### src/hw/fabric_pkg.sv
`default_nettype none

package fabric_pkg;

    localparam int NUM_CLUSTERS   = 4;
    localparam int CLUSTER_BITS   = 2;
    localparam int CORE_BITS      = 2;
    localparam int CSR_ID_WIDTH   = CLUSTER_BITS + CORE_BITS;
    localparam int ADDR_WIDTH     = 30;
    localparam int DATA_WIDTH     = 32;
    localparam int BYTEEN_WIDTH   = 4;
    localparam int CORE_TAG_WIDTH = 4;
    localparam int IO_TAG_WIDTH   = CLUSTER_BITS + CORE_TAG_WIDTH;
    localparam int CSR_ADDR_WIDTH = 12;

    typedef enum logic {
        IO_READ  = 1'b0,
        IO_WRITE = 1'b1
    } io_op_e;

    typedef enum logic [1:0] {
        CSR_IDLE = 2'd0,
        CSR_SEND = 2'd1,
        CSR_WAIT = 2'd2,
        CSR_RESP = 2'd3
    } csr_state_e;

    // Cluster side I/O request
    typedef struct packed {
        io_op_e                    op;
        logic [BYTEEN_WIDTH-1:0]   byteen;
        logic [ADDR_WIDTH-1:0]     addr;
        logic [DATA_WIDTH-1:0]     data;
        logic [CORE_TAG_WIDTH-1:0] tag;
    } io_req_t;

    // External I/O request, cluster index on top of the tag
    typedef struct packed {
        io_op_e                    op;
        logic [BYTEEN_WIDTH-1:0]   byteen;
        logic [ADDR_WIDTH-1:0]     addr;
        logic [DATA_WIDTH-1:0]     data;
        logic [IO_TAG_WIDTH-1:0]   tag;
    } io_ext_req_t;

    typedef struct packed {
        logic [DATA_WIDTH-1:0]     data;
        logic [CORE_TAG_WIDTH-1:0] tag;
    } io_rsp_t;

    typedef struct packed {
        logic [DATA_WIDTH-1:0]     data;
        logic [IO_TAG_WIDTH-1:0]   tag;
    } io_ext_rsp_t;

    typedef struct packed {
        logic [CSR_ID_WIDTH-1:0]   coreid;
        logic [CSR_ADDR_WIDTH-1:0] addr;
        logic                      rw;
        logic [DATA_WIDTH-1:0]     data;
    } csr_req_t;

    typedef struct packed {
        logic [CORE_BITS-1:0]      core;
        logic [CSR_ADDR_WIDTH-1:0] addr;
        logic                      rw;
        logic [DATA_WIDTH-1:0]     data;
    } csr_cluster_req_t;

endpackage

`default_nettype wire

### src/hw/cluster_fabric.sv
`timescale 1ns/1ps
`default_nettype none

module cluster_fabric (
    input  logic                                                    clk,
    input  logic                                                    reset,

    // Cluster I/O requests
    input  logic [fabric_pkg::NUM_CLUSTERS-1:0]                     cl_io_req_valid,
    input  fabric_pkg::io_req_t [fabric_pkg::NUM_CLUSTERS-1:0]      cl_io_req,
    output logic [fabric_pkg::NUM_CLUSTERS-1:0]                     cl_io_req_ready,

    // Cluster I/O responses
    output logic [fabric_pkg::NUM_CLUSTERS-1:0]                     cl_io_rsp_valid,
    output fabric_pkg::io_rsp_t [fabric_pkg::NUM_CLUSTERS-1:0]      cl_io_rsp,
    input  logic [fabric_pkg::NUM_CLUSTERS-1:0]                     cl_io_rsp_ready,

    // External I/O
    output logic                                                    io_req_valid,
    output fabric_pkg::io_ext_req_t                                 io_req,
    input  logic                                                    io_req_ready,
    input  logic                                                    io_rsp_valid,
    input  fabric_pkg::io_ext_rsp_t                                 io_rsp,
    output logic                                                    io_rsp_ready,

    // Cluster CSR side
    output logic [fabric_pkg::NUM_CLUSTERS-1:0]                     cl_csr_req_valid,
    output fabric_pkg::csr_cluster_req_t                            cl_csr_req,
    input  logic [fabric_pkg::NUM_CLUSTERS-1:0]                     cl_csr_req_ready,
    input  logic [fabric_pkg::NUM_CLUSTERS-1:0]                     cl_csr_rsp_valid,
    input  logic [fabric_pkg::NUM_CLUSTERS-1:0][fabric_pkg::DATA_WIDTH-1:0] cl_csr_rsp_data,
    output logic [fabric_pkg::NUM_CLUSTERS-1:0]                     cl_csr_rsp_ready,

    // External CSR
    input  logic                                                    csr_req_valid,
    input  fabric_pkg::csr_req_t                                    csr_req,
    output logic                                                    csr_req_ready,
    output logic                                                    csr_rsp_valid,
    output logic [fabric_pkg::DATA_WIDTH-1:0]                       csr_rsp_data,
    input  logic                                                    csr_rsp_ready
);

    io_req_arb io_req_arb_i (
        .clk             (clk),
        .reset           (reset),
        .cl_io_req_valid (cl_io_req_valid),
        .cl_io_req       (cl_io_req),
        .cl_io_req_ready (cl_io_req_ready),
        .io_req_valid    (io_req_valid),
        .io_req          (io_req),
        .io_req_ready    (io_req_ready)
    );

    io_rsp_router io_rsp_router_i (
        .clk             (clk),
        .io_rsp_valid    (io_rsp_valid),
        .io_rsp          (io_rsp),
        .io_rsp_ready    (io_rsp_ready),
        .cl_io_rsp_valid (cl_io_rsp_valid),
        .cl_io_rsp       (cl_io_rsp),
        .cl_io_rsp_ready (cl_io_rsp_ready)
    );

    csr_router csr_router_i (
        .clk              (clk),
        .reset            (reset),
        .csr_req_valid    (csr_req_valid),
        .csr_req          (csr_req),
        .csr_req_ready    (csr_req_ready),
        .cl_csr_req_valid (cl_csr_req_valid),
        .cl_csr_req       (cl_csr_req),
        .cl_csr_req_ready (cl_csr_req_ready),
        .cl_csr_rsp_valid (cl_csr_rsp_valid),
        .cl_csr_rsp_data  (cl_csr_rsp_data),
        .cl_csr_rsp_ready (cl_csr_rsp_ready),
        .csr_rsp_valid    (csr_rsp_valid),
        .csr_rsp_data     (csr_rsp_data),
        .csr_rsp_ready    (csr_rsp_ready)
    );

endmodule

`default_nettype wire

### src/hw/csr_router.sv
`timescale 1ns/1ps
`default_nettype none

module csr_router (
    input  logic                                                    clk,
    input  logic                                                    reset,

    input  logic                                                    csr_req_valid,
    input  fabric_pkg::csr_req_t                                    csr_req,
    output logic                                                    csr_req_ready,

    output logic [fabric_pkg::NUM_CLUSTERS-1:0]                     cl_csr_req_valid,
    output fabric_pkg::csr_cluster_req_t                            cl_csr_req,
    input  logic [fabric_pkg::NUM_CLUSTERS-1:0]                     cl_csr_req_ready,

    input  logic [fabric_pkg::NUM_CLUSTERS-1:0]                     cl_csr_rsp_valid,
    input  logic [fabric_pkg::NUM_CLUSTERS-1:0][fabric_pkg::DATA_WIDTH-1:0] cl_csr_rsp_data,
    output logic [fabric_pkg::NUM_CLUSTERS-1:0]                     cl_csr_rsp_ready,

    output logic                                                    csr_rsp_valid,
    output logic [fabric_pkg::DATA_WIDTH-1:0]                       csr_rsp_data,
    input  logic                                                    csr_rsp_ready
);

    fabric_pkg::csr_state_e              state;
    fabric_pkg::csr_state_e              state_next;
    logic [fabric_pkg::CLUSTER_BITS-1:0] target;
    logic                                req_fire;

    assign req_fire = csr_req_valid && csr_req_ready;

    always_comb begin
        state_next = state;
        case (state)
            fabric_pkg::CSR_IDLE: if (req_fire) state_next = fabric_pkg::CSR_SEND;
            fabric_pkg::CSR_SEND: if (cl_csr_req_ready[target]) state_next = fabric_pkg::CSR_WAIT;
            fabric_pkg::CSR_WAIT: if (cl_csr_rsp_valid[target]) state_next = fabric_pkg::CSR_RESP;
            fabric_pkg::CSR_RESP: if (csr_rsp_ready) state_next = fabric_pkg::CSR_IDLE;
            default:              state_next = fabric_pkg::CSR_IDLE;
        endcase
    end

    // Only the owning cluster sees valid or ready
    always_comb begin
        cl_csr_req_valid = '0;
        cl_csr_rsp_ready = '0;
        cl_csr_req_valid[target] = (state == fabric_pkg::CSR_SEND);
        cl_csr_rsp_ready[target] = (state == fabric_pkg::CSR_WAIT);
    end

    assign csr_rsp_valid = (state == fabric_pkg::CSR_RESP);

    always_ff @(posedge clk) begin
        if (reset) begin
            state         <= fabric_pkg::CSR_IDLE;
            csr_req_ready <= 1'b0;
            target        <= '0;
        end else begin
            state         <= state_next;
            csr_req_ready <= (state_next == fabric_pkg::CSR_IDLE);
            if (req_fire) begin
                target <= fabric_pkg::CLUSTER_BITS'(csr_req.coreid >> fabric_pkg::CORE_BITS);
            end
        end
    end

    always_ff @(posedge clk) begin
        if (req_fire) begin
            cl_csr_req.core <= csr_req.coreid[fabric_pkg::CORE_BITS-1:0];
            cl_csr_req.addr <= csr_req.addr;
            cl_csr_req.rw   <= csr_req.rw;
            cl_csr_req.data <= csr_req.data;
        end
        if (state == fabric_pkg::CSR_WAIT && cl_csr_rsp_valid[target]) begin
            csr_rsp_data <= cl_csr_rsp_data[target];
        end
    end

    // No new request while a response is pending
    assert property (@(posedge clk) disable iff (reset)
        csr_rsp_valid |-> state == fabric_pkg::CSR_RESP && !csr_req_ready);

    assert property (@(posedge clk) disable iff (reset)
        csr_rsp_valid && !csr_rsp_ready |=> csr_rsp_valid && $stable(csr_rsp_data));

endmodule

`default_nettype wire

### src/hw/io_req_arb.sv
`timescale 1ns/1ps
`default_nettype none

module io_req_arb (
    input  logic                                                   clk,
    input  logic                                                   reset,

    input  logic [fabric_pkg::NUM_CLUSTERS-1:0]                    cl_io_req_valid,
    input  fabric_pkg::io_req_t [fabric_pkg::NUM_CLUSTERS-1:0]     cl_io_req,
    output logic [fabric_pkg::NUM_CLUSTERS-1:0]                    cl_io_req_ready,

    output logic                                                   io_req_valid,
    output fabric_pkg::io_ext_req_t                                io_req,
    input  logic                                                   io_req_ready
);

    logic [fabric_pkg::CLUSTER_BITS-1:0] last_grant;
    logic [fabric_pkg::CLUSTER_BITS-1:0] grant_idx;
    logic                                grant_found;
    logic                                accept;
    fabric_pkg::io_req_t                 grant_req;

    // First valid cluster after the last granted one
    always_comb begin
        logic [fabric_pkg::CLUSTER_BITS-1:0] cand;
        grant_found = 1'b0;
        grant_idx   = '0;
        for (int i = 1; i <= fabric_pkg::NUM_CLUSTERS; i++) begin
            cand = last_grant + fabric_pkg::CLUSTER_BITS'(i);
            if (!grant_found && cl_io_req_valid[cand]) begin
                grant_found = 1'b1;
                grant_idx   = cand;
            end
        end
    end

    assign grant_req = cl_io_req[grant_idx];

    // Output register is free whenever the target takes its content
    assign accept = grant_found && io_req_ready;

    always_comb begin
        cl_io_req_ready = '0;
        cl_io_req_ready[grant_idx] = accept;
    end

    always_ff @(posedge clk) begin
        if (reset) begin
            io_req_valid <= 1'b0;
            // Cluster 0 goes first after reset
            last_grant   <= '1;
        end else begin
            if (accept) begin
                io_req_valid <= 1'b1;
                last_grant   <= grant_idx;
            end else if (io_req_ready) begin
                io_req_valid <= 1'b0;
            end
        end
    end

    always_ff @(posedge clk) begin
        if (accept) begin
            io_req.op     <= grant_req.op;
            io_req.byteen <= grant_req.byteen;
            io_req.addr   <= grant_req.addr;
            io_req.data   <= grant_req.data;
            io_req.tag    <= {grant_idx, grant_req.tag};
        end
    end

    // Stalled request must not change
    assert property (@(posedge clk) disable iff (reset)
        io_req_valid && !io_req_ready |=> io_req_valid && $stable(io_req));

endmodule

`default_nettype wire

### src/hw/io_rsp_router.sv
`timescale 1ns/1ps
`default_nettype none

module io_rsp_router (
    input  logic                                               clk,

    input  logic                                               io_rsp_valid,
    input  fabric_pkg::io_ext_rsp_t                            io_rsp,
    output logic                                               io_rsp_ready,

    output logic [fabric_pkg::NUM_CLUSTERS-1:0]                cl_io_rsp_valid,
    output fabric_pkg::io_rsp_t [fabric_pkg::NUM_CLUSTERS-1:0] cl_io_rsp,
    input  logic [fabric_pkg::NUM_CLUSTERS-1:0]                cl_io_rsp_ready
);

    logic [fabric_pkg::CLUSTER_BITS-1:0] rsp_cluster;

    // Upper tag bits name the cluster
    assign rsp_cluster = io_rsp.tag[fabric_pkg::IO_TAG_WIDTH-1 -: fabric_pkg::CLUSTER_BITS];

    for (genvar i = 0; i < fabric_pkg::NUM_CLUSTERS; i++) begin : g_cluster
        assign cl_io_rsp_valid[i] = io_rsp_valid
                                 && (rsp_cluster == fabric_pkg::CLUSTER_BITS'(i));
        assign cl_io_rsp[i].data  = io_rsp.data;
        assign cl_io_rsp[i].tag   = io_rsp.tag[fabric_pkg::CORE_TAG_WIDTH-1:0];
    end

    assign io_rsp_ready = cl_io_rsp_ready[rsp_cluster];

    assert property (@(posedge clk)
        $onehot0(cl_io_rsp_valid) && (io_rsp_valid == (|cl_io_rsp_valid)));

endmodule

`default_nettype wire

### config.mk
export PLATFORM = sky130hd
export DESIGN_NAME = cluster_fabric
export DESIGN_NICKNAME = d
export VERILOG_FILES = /design/src/hw/fabric_pkg.sv /design/src/hw/cluster_fabric.sv /design/src/hw/csr_router.sv /design/src/hw/io_req_arb.sv /design/src/hw/io_rsp_router.sv
export SDC_FILE = /design/constraint.sdc
export NUM_CORES = 1
export LEC_CHECK = 0
export ABC_AREA = 1
export BUFFER_PORTS_ARGS = -buffer_cell sky130_fd_sc_hd__buf_2
export CAP_MARGIN = 20
export CORE_AREA = 2 2 330 332
export CTS_CLUSTER_SIZE = 40
export DETAILED_ROUTE_END_ITERATION = 12
export DIE_AREA = 0 0 332 334
export SLEW_MARGIN = 40
export SYNTH_ARGS = -nofsm -noshare
export SYNTH_HDL_FRONTEND = slang
export SYNTH_HIERARCHICAL = 1
export SYNTH_SLANG_ARGS = --single-unit
export TNS_END_PERCENT = 20
### constraint.sdc
create_clock -name clk -period 6.46 [get_ports clk]
set_clock_uncertainty 0.15 [all_clocks]
set_input_delay 1.292 -clock clk [delete_from_list [all_inputs] [get_ports clk]]
set_output_delay 1.292 -clock clk [all_outputs]
set_load 0.05 [all_outputs]
==> impl_metrics.csv <==
group,metric,value,unit
synthesis,synth-edff-count,152,
synthesis,synthDistinctLibCells,27,
die,start_util,9.69,%
job,maxCapViolCount,0,
clock_tree,cts_root_buffer,"clkbuf_16",
routing,vias_per_cell,3.51,
synthesis,ys.warnings.count,6,
global_route,grt.busiest_layer,"met2",
setup_path,crit_buf_inv,3,
clock_tree,cts_resized,0,
setup_path,cp.arrival,3.47,ns
synthesis,syn-instance-count,1324,
die,die_y,334,um
final_layout,area_delta_synth_final,41.6,%
routing,drt_iter0_drc,561,
sta,fin_crit,4.91,ns
setup_path,crit_path_max_incr_delay,0.42,ns
global_route,grt_overflow,0,
synthesis,yosysMostFrequentCell,"nand2_1",
routing,first_pass_iters,6,
global_route,grt.total_usage,12.1,%
final_layout,drive_above_1_share,40.9,%
final_layout,final_util,13.7,%
global_route,grt_pass1_wl,89600,um
die,ios,837,
synthesis,syn-num-nets,1845,
clock_tree,clock_latency,0.50,ns
synthesis,yosysTopAreaCell,"edfxtp_1",
hold_path,worstHoldPathType,"reg2reg",
setup_path,worstPathCellList,"buf_2, nand2_1, nand2_1, nand2_2, nand2_4, inv_2, nand3_1, nand2_8, nand3_4, nor3_1, buf_2",
synthesis,synth_common_cells,"nand2_1, buf_4, edfxtp_1",
synthesis,syn_avg_cell_area,7.89,um2
sta,setup_viol,0,
pwr,power.total,0.00757,W
pwr,power.density,512,nW/um2
synthesis,synth_area_leaders,"edfxtp_1, nand2_1, buf_4",
setup_path,cpMaxStageDelayCell,"nand3_4",
pwr,ir_worst_vdd,240,uV
setup_path,endpoint_kind,"output pin",
die,core,108000,um2
setup_path,required,5.02,ns
synthesis,ys_seq_area_share,45.2,%
routing,vias,11300,
global_route,use_met2,20.4,%
final_layout,fin_cells,3214,
sta,relSlewSlack,47.9,%
setup_path,path_max_fanout,39,
pwr,leakagePower,6.99,nW
place,port_buffers,656,
synthesis,syn_area,10400,um2
die,dieArea,111000,um2
place,place_inst,3170,
die,rows,121,
status,status,"finished, final reports clean",
routing,drc,0,
clock_tree,clkTransAtPathRegs,0.07,ns
clock_tree,cts_tree,"done",
sta,fin_crit_sh,76.1,%
setup_path,start_kind,"input port",
place,gp_congestion,0.813,
clock_tree,ctsHoldBuffers,0,
sta,final-max-slew-violation-count,0,
place,detailed_place_hpwl,59300,um
routing,routed_wl,69500,um
clock_tree,cts_num_sinks,160,
routing,wl_per_cell,21.6,um
sta,setup_tns,0,ns
routing,drtAntennaViolNets,0,
die,die_x,332,um
global_route,grtUsageMet1,13.6,%
synthesis,synth_top_flop_cell,"edfxtp_1",
clock_tree,clock_path_buffers,2,
sta,worstMarginPinSlew,0.781,ns
global_route,grt_max_degree,85,
global_route,antenna_found_initial,61,
clock_tree,htree_levels,4,
synthesis,async_flop_share,0,%
global_route,grt_pass1_vias,10700,
final_layout,nNetsFinal,2296,
setup_path,critPathKind,"in2out",
clock_tree,post_cts_buffers,0,
sta,fin_hold_ws,0.322,ns
synthesis,ys_seq_elements,160,
sta,hold_violations,0,
clock_tree,numCtsBuffers,17,
sta,rsz0062_at_grt,"false",
synthesis,yosysTopAreaCellShare,43.7,%
sta,max_clock_freq,204,MHz
global_route,use_met3,4.93,%
final_layout,nFillCells,12500,
setup_path,crit_family,"simple AND/OR/NAND/NOR gates",
==> cells by family (layout without fill, tap and decap cells) <==
group | Yosys count | after routing | share of synthesized area, %
simple gates | 852 | 852 | 36.2
buf+inv | 271 | 734 | 15.8
flops | 160 | 160 | 45.2
compound gates | 41 | 41 | 2.73
other cells | 0 | 13 | 0
==> through the flow <==
step | cell area (um2) | worst slack, ns
after floorplan | 10400 | 1.45
after global placement | 14100 | 1.62
after detailed placement | 14100 | 1.53
after CTS | 14800 | 1.53
after global routing | 14800 | 1.39
final | 14800 | 1.55
==> worst min-delay path, stage by stage, from the launching register on <==
cell	delay (ns)
dfxtp_1	0.32
nand2_1	0.06
a21oi_1	0.05
==> report_power, final <==
group | switching (W) | internal, W
registers | 0.000162 | 0.00166
logic | 0.00360 | 0.00102
clock network | 0.000517 | 0.000613
total | 0.00428 | 0.00329
==> per-layer routing <==
metal  up-vias  share of wire (%)
met2       744                 47
met5         -               0.28
li1       5283                  -
met3       138                 10
met1      5073                 39
met4        28                3.0
==> registers in the layout, summed over array words and instances (netlist names) <==
register	cells
io_req_arb_i/io_req_valid	1
csr_router_i/csr_rsp_data	32
csr_router_i/cl_csr_req	47
csr_router_i/csr_req_ready	1
io_req_arb_i/last_grant	2
io_req_arb_i/io_req	73
csr_router_i/state	2
csr_router_i/target	2
==> path summary, 6_finish.rpt <==
kind,startpoint,endpoint,slack (ns),cells after the start
worst min register to register,io_req_arb_i/io_req_valid$_SDFFE_PP0P_,io_req_arb_i/io_req_valid$_SDFFE_PP0P_,0.32,2
worst max register to register,io_req_arb_i/last_grant[0]$_SDFFE_PP1P_,io_req_arb_i/io_req[40]$_DFFE_PP_,2.63,14
worst max-delay path,cl_io_req_valid[2],cl_io_req_ready[0],1.55,11
worst min-delay path,io_req_arb_i/io_req_valid$_SDFFE_PP0P_,io_req_arb_i/io_req_valid$_SDFFE_PP0P_,0.32,2
==> area by class of cell <==
cell class / count / area (um2) / share of cell area (%)
Clock inverter: 13 / 174 / 1.18
Tap cell: 1414 / 1770 / 12.0
Multi-Input combinational cell: 893 / 4100 / 27.7
Clock buffer: 18 / 429 / 2.90
Timing Repair Buffer: 675 / 3450 / 23.3
Inverter: 28 / 114 / 0.770
Sequential cell: 160 / 4730 / 31.9
Antenna cell: 13 / 32.5 / 0.220
==> placed cells by master (no fill, tap or decap), drive strengths merged, types with 3 or more instances in the layout <==
cell type / instances
dfxtp: 8
inv: 33
o21ai: 4
nor3: 5
nand4: 146
clkinv: 3
edfxtp: 152
nand3: 114
a22oi: 31
a21oi: 5
clkbuf: 18
nand2: 569
nor2: 17
diode: 13
bufinv: 3
buf: 675
Note: power is estimated with default switching activity, not from simulation.
